===== src/hunter_cfg_pkg.sv =====
package hunter_cfg_pkg;

    // job length field width, samples or bytes
    localparam int DLEN_W = 12;

    // adc front end has eight channels
    localparam int CHAN_W = 3;

    // ram byte address, ram_txa / ram_rxa width
    typedef logic [11:0] addr_t;

    // host opcodes, everything else is dropped
    typedef enum logic [3:0] {
        OP_CONF = 4'h1,
        OP_CONV = 4'h2,
        OP_SEND = 4'h3,
        OP_STAT = 4'h4
    } hunter_op_e;

    // block type reserved for status frames
    localparam logic [3:0] BTYPE_STAT = 4'hF;

endpackage

===== src/hunter_frame_pkg.sv =====
package hunter_frame_pkg;

    import hunter_cfg_pkg::*;

    // configure view
    typedef struct packed {
        hunter_op_e  op;
        logic [3:0]  btype;
        logic [7:0]  chan_mask;
        logic [15:0] rsvd;
    } cmd_conf_t;

    // convert, send and status view
    typedef struct packed {
        hunter_op_e        op;
        logic [3:0]        btype;
        logic [DLEN_W-1:0] dlen;
        addr_t             addr_init;
    } cmd_job_t;

    typedef union packed {
        cmd_conf_t conf;
        cmd_job_t  job;
    } cmd_word_u;

    // status payload, msb first on the wire
    typedef struct packed {
        logic [7:0]        frames_done;
        logic [DLEN_W-1:0] last_dlen;
        addr_t             addr_init;
    } stat_t;

endpackage


===== src/com_send.sv =====
`timescale 1ns/1ps

module com_send import hunter_cfg_pkg::*; import hunter_frame_pkg::*; #(
    parameter int ADDR_W = 12
) (
    input  logic              clk,
    input  logic              rst_n,
    input  logic              tx_start,
    input  logic              tx_stat,
    input  logic [3:0]        tx_btype,
    input  logic [DLEN_W-1:0] tx_dlen,
    input  logic [ADDR_W-1:0] tx_addr,
    input  stat_t             stat_word,
    output logic [ADDR_W-1:0] rd_addr,
    input  logic [7:0]        rd_data,
    output logic [7:0]        tx_data,
    output logic              tx_valid,
    input  logic              tx_ready,
    output logic              tx_last,
    output logic              tx_done
);

    localparam logic [1:0] PH_IDLE = 2'd0;
    localparam logic [1:0] PH_HDR  = 2'd1;
    localparam logic [1:0] PH_LEN  = 2'd2;
    localparam logic [1:0] PH_PAY  = 2'd3;

    logic [1:0]        phase;
    logic [DLEN_W-1:0] cnt;
    logic [DLEN_W-1:0] len_q;
    logic [3:0]        btype_q;
    logic              stat_q;
    logic [ADDR_W-1:0] ptr;
    logic [1:0]        sidx;
    logic              hs;
    logic              pay_hs;

    assign tx_valid = (phase != PH_IDLE);
    assign hs       = tx_valid && tx_ready;
    assign pay_hs   = hs && phase == PH_PAY;
    // cnt 4..1 picks status bytes 3..0
    assign sidx     = cnt[1:0] - 2'd1;
    assign tx_last  = (phase == PH_LEN && cnt == '0) ||
                      (phase == PH_PAY && cnt == DLEN_W'(1));

    // address moves with the handshake so the next byte is ready right after
    assign rd_addr = pay_hs ? ptr + 1'b1 : ptr;

    always_comb begin
        case (phase)
            PH_HDR:  tx_data = {btype_q, len_q[11:8]};
            PH_LEN:  tx_data = len_q[7:0];
            PH_PAY:  tx_data = stat_q ? stat_word[8*sidx +: 8] : rd_data;
            default: tx_data = '0;
        endcase
    end

    always_ff @(posedge clk or negedge rst_n) begin
        if (!rst_n) begin
            phase   <= PH_IDLE;
            cnt     <= '0;
            tx_done <= 1'b0;
        end else begin
            tx_done <= 1'b0;
            case (phase)
                PH_IDLE: begin
                    if (tx_start) begin
                        phase <= PH_HDR;
                        cnt   <= tx_stat ? DLEN_W'(4) : tx_dlen;
                    end
                end
                PH_HDR: begin
                    if (hs) begin
                        phase <= PH_LEN;
                    end
                end
                PH_LEN: begin
                    if (hs) begin
                        phase   <= (cnt == '0) ? PH_IDLE : PH_PAY;
                        tx_done <= (cnt == '0);
                    end
                end
                default: begin
                    if (hs) begin
                        cnt <= cnt - 1'b1;
                        if (cnt == DLEN_W'(1)) begin
                            phase   <= PH_IDLE;
                            tx_done <= 1'b1;
                        end
                    end
                end
            endcase
        end
    end

    always_ff @(posedge clk) begin
        if (phase == PH_IDLE && tx_start) begin
            stat_q  <= tx_stat;
            btype_q <= tx_stat ? BTYPE_STAT : tx_btype;
            len_q   <= tx_stat ? DLEN_W'(4) : tx_dlen;
            ptr     <= tx_addr;
        end else if (pay_hs) begin
            ptr <= ptr + 1'b1;
        end
    end

    // covers the ram-sourced payload as well as the header bytes
    assert property (@(posedge clk) disable iff (!rst_n)
        tx_valid && !tx_ready |=> $stable(tx_data));

endmodule


===== config.mk =====
export PLATFORM = sky130hd
export DESIGN_NAME = com_send
export DESIGN_NICKNAME = d
export VERILOG_FILES = /design/src/hunter_cfg_pkg.sv /design/src/hunter_frame_pkg.sv /design/src/com_send.sv
export SDC_FILE = /design/constraint.sdc
export NUM_CORES = 1
export LEC_CHECK = 0
export BUFFER_PORTS_ARGS = -buffer_cell sky130_fd_sc_hd__buf_2
export CORE_MARGIN = 3
export CORE_UTILIZATION = 55
export DETAILED_ROUTE_END_ITERATION = 10
export PLACE_DENSITY = 0.91
export SETUP_SLACK_MARGIN = 0.5
export SYNTH_ARGS = -nofsm -noshare
export SYNTH_HDL_FRONTEND = slang
export SYNTH_SLANG_ARGS = --single-unit

===== constraint.sdc =====
create_clock -name clk -period 6.7 [get_ports clk]
set_clock_uncertainty 0.1 [all_clocks]
set_input_delay 0.67 -clock clk [delete_from_list [all_inputs] [get_ports clk]]
set_output_delay 0.67 -clock clk [all_outputs]
set_load 0.005 [all_outputs]

* After elaboration in Yosys (flattened, before gate mapping) *
Cells that the tools add are included.

storage, ports and cells
  bits in registers = 44
  logic and storage cells = 53

cells by class
  reduce and logical (&&, ||, !) cells = 15
  muxes and demuxes = 19
  shift-type cells = 1
  bitwise operators = 1
  add/subtract/negate cells = 3
  equality and inequality tests = 7

operators by type and width
  operator                 count
  $mux W12                 5
  $shiftx A32 B6 Y8        1
  $pmux W12 S2             1
  $pmux W8 S3              1
  $add A12 B1 Y12 const B  1
  $eq A12 B1 Y1 const B    1
  $logic_not A12 Y1        1
  $mux W2                  6
  $sub A12 B1 Y12 const B  1
  $mux W8                  1
  $ne A2 B2 Y1 const B     3
  $pmux W2 S3              1
  $logic_and A1 B1 Y1      5
  $reduce_and A5 Y1        1
  $eq A2 B2 Y1 const B     2
  $reduce_bool A2 Y1       2
  $reduce_bool A4 Y1       1
  $reduce_or A2 Y1         2
  $mux W1                  3
  $reduce_and A3 Y1        1
  $eq A2 B1 Y1 const B     1
  $logic_not A2 Y1         1
  $pmux W1 S2              1
  $sub A2 B1 Y2 const B    1
  other kinds (2)          2

* Logic depth before layout (Yosys ltp) *
Gate-level depths: netlist (run 1).

  word-level depth = 5
  depth in mapped cells = 9
  gate-level depth less buffers = 6

* Least setup slack after synthesis (run 1) *
No wires, ideal clock.

  kind = flip-flop to output port
  start = reg cnt[0]
  end = out tx_data[2]
  path buffers = 2
  arrival time = 2.107 ns
  slack = 3.823 ns
  stages on the path, launching flop included = 9
  data required time = 5.930 ns
  cells stage by stage = dfrtp_1 buf_6 inv_1 ha_1 clkbuf_1 mux4_2 mux2_2 a222oi_1 nor2_1

on the way
  word-level cells in the longest chain between the ends = 4

RTL lines
  element                 RTL line        text
  start, declared         com_send.sv:29  logic [DLEN_W-1:0] cnt;
  start signal, assigned  com_send.sv:69  cnt <= tx_stat ? DLEN_W'(4) : tx_dlen;
  start signal, assigned  com_send.sv:85  cnt <= cnt - 1'b1;
  $sub A2 B1 Y2           com_send.sv:42  assign sidx = cnt[1:0] - 2'd1;
  $shiftx A32 B6 Y8       com_send.sv:53  PH_PAY: tx_data = stat_q ? stat_word[8*sidx +: 8] : rd_data;
  $mux W8                 com_send.sv:53
  $pmux W8 S3             com_send.sv:50  case (phase)
  end, declared           com_send.sv:16  output logic [7:0] tx_data,

No other way between the ends.

* Final worst setup path (run 1) *
  start = reg cnt[0]
  end = out tx_data[4]

The elaborated chain is that of the path after synthesis.

==> results of run 1 <==
## power groups by stage
stage                     sequential [uW]  clock (uW)  combinational (uW)
after floorplan                       445           0                 579
after global placement                480           0                 720
after detailed placement              491           0                 750
after CTS                             486         162                 758
after global routing                  500         171                 838
final                                 490         160                 764
## kinds of logic after synthesis
logic type,Yosys count
AND/OR/NAND/NOR,100
multiplexers,29
buffers and inverters,24
adder cells (fa/ha/maj),9
AO/OA/AOI/OAI,47
XOR/XNOR,11
flip-flops,44
## flip-flops by register name, indices dropped and copies added, names as in the netlist
name     flops
len_q       12
phase        2
stat_q       1
ptr         12
tx_done      1
cnt         12
btype_q      4
## area by class of cell
cell class | count | area share [%]
Multi-Input combinational cell | 196 | 46.6
Inverter | 7 | 0.779
Clock inverter | 1 | 0.148
Timing Repair Buffer | 96 | 14.3
Tap cell | 67 | 2.48
Sequential cell | 44 | 33.4
Clock buffer | 7 | 2.26
## layer usage
metal,up-vias,global-route usage [%]
met5,-,0
met4,0,9.61
met3,20,4.99
met2,187,44.1
met1,1211,31.4
li1,1192,-
## placed cells by master, fill, tap and decap left out, types with 2 or more instances in the layout
cell type / count
nor3_1: 7
buf_2: 95
inv_1: 7
a222oi_1: 8
a32oi_1: 4
or4_4: 2
o21ai_0: 2
nand3_1: 7
clkbuf_1: 2
or2_2: 7
xor2_1: 4
or3_1: 3
and2_1: 3
clkbuf_8: 5
nor2_1: 21
mux4_1: 2
dfrtp_1: 15
a41oi_1: 2
nor2b_1: 11
xnor2_1: 7
nand3b_1: 2
dfxtp_1: 12
a22oi_1: 2
nor4_1: 8
a221o_1: 5
ha_1: 9
a21oi_1: 6
edfxtp_1: 17
a211oi_1: 2
mux2_2: 20
o31ai_1: 3
nand2_1: 14
mux4_2: 6
nand4_1: 4
## worst max-delay path, stage by stage, from the launching register on
cell	delay, ps
dfrtp_1	760
inv_1	180
ha_1	540
mux4_1	350
mux2_2	290
a222oi_1	330
nor2_1	80
buf_2	140
## metrics by stage
| stage | setup WS (ps) | hold WS (ps) |
|---|---|---|
| after floorplan | 3820 | 274 |
| after global placement | 3460 | 422 |
| after detailed placement | 3320 | 428 |
| after CTS | 2980 | 182 |
| after global routing | 2830 | 188 |
| final | 2970 | 173 |
## worst max path at each step
stage                 endpoint  slack [ps]  depth (start not counted)
finish              tx_data[4]        2970                          7
global route        tx_data[1]        2830                          7
CTS                 tx_data[4]        2980                          7
detailed placement  tx_data[4]        3320                          7
global placement    tx_data[3]        3460                          7
floorplan           tx_data[2]        3820                          8
==> impl_results.md, run 1 <==
* Worst r2r src: phase[0]
* Synth top area share at between 10% and 20%
* Switching pwr at between 500 and 600 uW
* Crit. Startpoint: cnt[0]
* Max-Cap Viols at 0
* # clock sinks at 44
* Setup TNS at 0 ps
* Most frequent cell after synthesis: nor2_1
* Area leader, netlist: edfxtp_1
* Rows at 25
* Met2 WL at between 3 and 4 mm
* Flop pwr share at roughly a third
* Htree depth at 2
* Leakage at approximately 0.0014 uW
* Area fraction in compound gates after synthesis at 13.8%
* Startpoint Class: flip-flop
* Fmax at around 270 MHz
* Final Core Density at a little over two thirds
* Final Cycle Share at between 50% and 60%
* DR WL met3 at 789 um
* DP Cell Count at 410
* Core area at roughly 4800 um^2
* Met1 WL at roughly 2.9 mm
* Cell Area, Synth at 2810 um^2
* Synth Net Count at 346
* Vias in the first global route at roughly 2600
* Max-slew headroom at 32.2%
* RSZ-0062 raised after global routing: false
* Worst-Margin Slew at ~1000 ps
* Clock power frac at between 10 and 15%
* IO Pins at between 90 and 100
* Worst Path Arrival at 2960 ps
* Slack of the worst reg-to-reg path at 3870 ps
* Reg2reg end: cnt[3]
* Resized Gates After CTS at 0
* Global-route wire length before repair at 12.4 mm
* Overall Power at roughly 1400 uW
* Grt total ovfl at 0
* Hpwl dp at 5.73 mm
* Die Ht at just under 80 um
* Synth Flop Type: edfxtp_1
* DRT Pass-1 Iters at 6
* Drc violations at 0
* Max layer used: met4
* Max-slew violations at 0
* Power share of the combinational group at approximately 54%
* #FFs+latches synth at 44
* Ys Warns at 0
* Number of buffers added on ports at 95
* Mux contribution to synthesized area at between 10% and 20%
* Worst reg2reg path depth at 7
* Maximum vdd ir drop at between 200 and 250 uV
* Synth area leaders: edfxtp_1, dfrtp_1, dfxtp_1, mux2_2, mux4_2
* CP Data Required Time at between 5000 and 6000 ps
* Pint at 821 uW
* GRT Overall Usage at around a quarter
* HP Class: input port to async pin
* Nature of the critical path endpoint: output pin
* Critical setup path kind: flip-flop to output pin
* Cells after Synth at 264
* Adder-Cell Fraction of Synth Area at approximately 4.0%
* Simple-gate portion of the synthesized area at 19.7%
* Clock Pin Slew Worst Setup and Hold Paths at ~80 ps
* Ant. Diodes at 0
* Ys async rst share at around a third
* Initial Util at about 58%
* Vias/cell at between 6 and 7
* Yosys cell types at 60
* Status: complete, no violations
* Placement Cell Area at 3290 um^2
* Setup bufs post-CTS at 0
* Die area at 6000 um^2
* Largest net degree at the start of global routing at 23
* Worst-Skew Late Latency at roughly 300 ps
* Fillers at about 390
* Final setup fails at 0
* Post-synthesis sequential area ratio at about two fifths
* Routed wire length at between 7 and 8 mm
* Layout cells sized above 1 at 40.2%
* Area of the multi-input gates at ~1600 um^2
* CTS Buf Count at 5
* Fin cells at between 400 and 500
* Via Count at 2610
* Final min period at about 3700 ps
* Initial antenna violation count at 0
* Register area at 1130 um^2
* Root buf cell: clkbuf_8
* # hold bufs at CTS at 0
* Critical-path maximum fanout at 14
* Drt wl/cell at about 18 um
* PwrDens at around 420 nW/um^2
* Switch share at between 40% and 50%
* Number of synthesized flops with an enable pin at 17
* Clock Tree Buf Depth at 2
* Hold Vio Cnt, Final at 0
* Fin area at ~3400 um^2
* Final ANT Viol Nets at 0
* Largest family of logic cells by synthesized area: simple AND/OR/NAND/NOR gates
* Area Growth Syn to Fin at 20.2%
* Clock tree from TritonCTS: built
* Initial DRC Count at roughly 260
* Final Net Count at between 400 and 500
* Synth cell count leaders: nor2_1, mux2_2, edfxtp_1, dfrtp_1, nand2_1
* Placer Congestion at roughly 0.9
* Post-synthesis average cell area at between 10 and 15 um^2
* Synth Area in XOR/XNOR at under 10%
* Die width at just under 80 um
Power figures use the tool's default switching activity.
==> inputs of run 2 (changes only) <==
Settings changed: ABC_AREA from default to 1, CORE_UTILIZATION 55 to 47, PLACE_DENSITY 0.91 to 0.83.
Clock period 6.7 ns to 3 ns, I/O delays scaled along.
==> run 2 against run 1 <==
Net effect: global-route usage is 4.3 points lower; total power increased to 2.5 times the previous value; cell count grew 46%; sequential power is 120% higher; cell area increased by 11%; clock-buffer cell count decreased by 1; wire length rose by 4.1%.
==> impl_results.md, run 2 <==
* Status: complete, no violations
* Vias in the first global route at about 3000
* Worst r2r src: phase[1]
* Rows at 28
* Fmax at approximately 430 MHz
* Cells after Synth at 441
* Reg2reg end: ptr[0]
* Worst-Margin Slew at 636 ps
* IO Pins at 96
* Number of buffers added on ports at 95
* Max-Cap Viols at 0
* Clock tree from TritonCTS: built
* Ys async rst share at 34.1%
* Critical setup path kind: flip-flop to output pin
* Synth Net Count at 523
* Initial DRC Count at ~200
* Largest regs: cnt (12), len_q (12), ptr (12)
* Hpwl dp at 6.05 mm
* Final ANT Viol Nets at 0
* Crit path to: rd_addr[6]
* Critical-path maximum fanout at 17
* Final WS setup at between 600 and 700 ps
* Routed wire length at ~8.0 mm
* Nature of the critical path endpoint: output pin
* Synth area leaders: edfxtp_1, nand2_1, dfrtp_1, nor2_1, dfxtp_1
* Max-slew headroom at a little under three fifths
* Crit. Startpoint: phase[0]
* Synth top area share at approximately 17%
* Place WS at slightly below 700 ps
* Initial antenna violation count at 0
* Yosys cell types at 39
* Clock Tree Buf Depth at 2
* Worst Path Arrival at slightly below 2000 ps
* Ys Warns at 0
* CP Data Required Time at about 2600 ps
* Post-synthesis average cell area at 6.84 um^2
* Post-synthesis sequential area ratio at 37.3%
* Layout cells sized above 1 at between 20% and 30%
* Worst-Skew Late Latency at approximately 300 ps
* Grt total ovfl at 0
* Area Growth Syn to Fin at 23.8%
* # clock sinks at between 40 and 50
* Drt wl/cell at between 10 and 15 um
* Maximum vdd ir drop at around 600 uV
* PwrDens at between 900 and 1000 nW/um^2
* Die area at around 7400 um^2
* Worst reg2reg path depth at 7
* Clock Pin Slew Worst Setup and Hold Paths at ~90 ps
* Hold Vio Cnt, Final at 0
* Final Net Count at slightly above 600
* Slack of the worst reg-to-reg path at ~800 ps
* Drc violations at 0
* Number of synthesized flops with an enable pin at 17
* Die Ht at ~86 um
* Ant. Diodes at 0
* Root buf cell: clkbuf_8
* Commonest cells after routing, fill and taps aside: nand2_1, buf_2, nor2_1, inv_1, o21ai_0
* Fillers at 552
* Placer Congestion at around 0.88
* CTS Buf Count at 5
* HP Class: input port to flip-flop
* #FFs+latches synth at between 40 and 50
* Setup TNS at 0 ps
* Synth Flop Type: edfxtp_1
* Global-route wire length before repair at approximately 13 mm
* Via Count at 3131
* Final min period at 2340 ps
* Final setup fails at 0
* Most frequent cell after synthesis: nand2_1
* Critical hold path startpoint: tx_addr[4]
* Final Cycle Share at just under 80%
* Leakage at 0.00195 uW
* Vias/cell at approximately 5
* Startpoint Class: flip-flop
* Largest net degree at the start of global routing at 23
* Most common cell after layout, fill and taps aside: nand2_1
* Max-slew violations at 0
* Synth cell count leaders: nand2_1, nor2_1, inv_1, o21ai_0, nand3_1
* DRT Pass-1 Iters at 4
* RSZ-0062 raised after global routing: false
* Cell Area, Synth at between 3000 and 4000 um^2
* Core area at just over 6000 um^2
* Area leader, netlist: edfxtp_1
* GRT Overall Usage at roughly a fifth
* Initial Util at 49.8%
* Htree depth at 2
* Die width at ~86 um
run 2: area by class of cell:
type / count / area, um^2 / share of cell area, %
Multi-Input combinational cell: 327 / 1630 / 43.6
Sequential cell: 44 / 1130 / 30.2
Timing Repair Buffer: 103 / 551 / 14.7
Inverter: 54 / 216 / 5.79
Tap cell: 75 / 93.8 / 2.51
Clock buffer: 6 / 82.6 / 2.21
Clock inverter: 2 / 38.8 / 1.04
run 2: cells by family after synthesis:
group,after synthesis,share of synthesized area (%)
fa+ha+maj,9,3.73
buf+inv,70,9.58
compound gates,71,13.8
xor+xnor,6,1.74
flops,44,37.3
simple gates,241,33.8
run 2: per-stage QoR:
step | instances | cell area [um^2] | total power, uW | hold slack, ps | utilization, %
2_1_floorplan | 441 | 3020 | 2460 | -95.6 | -
3_3_place_gp | 598 | 3530 | 2920 | 136 | 58.2
3_5_place_dp | 598 | 3530 | 2980 | 138 | 58.2
4_1_cts | 607 | 3670 | 3490 | 88.8 | 60.5
5_1_grt | 611 | 3740 | 3960 | 93.5 | 61.7
6_report | 611 | 3740 | 3580 | 89.7 | 61.7
run 2: worst min path at each step:
| stage | end | slack [ps] | cells after the start |
|---|---|---|---|
| 3_5_place_dp | cnt[10] | 140 | 1 |
| 6_report | ptr[4] | 90 | 3 |
| 3_3_place_gp | cnt[10] | 140 | 1 |
| 4_1_cts | ptr[4] | 90 | 3 |
| 2_1_floorplan | cnt[0] | -100 | 0 |
| 5_1_grt | ptr[4] | 90 | 3 |
run 2: worst max-delay path, cell delays in order, from the launching register on:
cell      delay (ps)
dfrtp_1          430
inv_2             90
ha_4             200
inv_8            120
nand3_4          150
buf_12           160
nor3_4           130
nand3b_1         110
nand2_1          100
inv_1             40
buf_2            110
run 2: timing repair:
action                                  CTS  global route
resized for setup                         3             7
endpoints found under the setup margin   10            12
pin swaps                                 0             1
hold buffers                              1             0
hold endpoints to repair                 15             0
buffers inserted                          0             4
run 2: power by group:
part,internal [uW],switching (uW)
combinational,785,1250
sequential,867,198
clock,273,211
run 2: per-layer routing:
layer | track usage (%) | share of wire [%] | vias up
met3 | 3.36 | 7.5 | 17
met2 | 38.4 | 50 | 120
met5 | 0 | 0 | -
met1 | 25.2 | 41 | 1397
met4 | 7.63 | 2.4 | 0
li1 | - | - | 1597
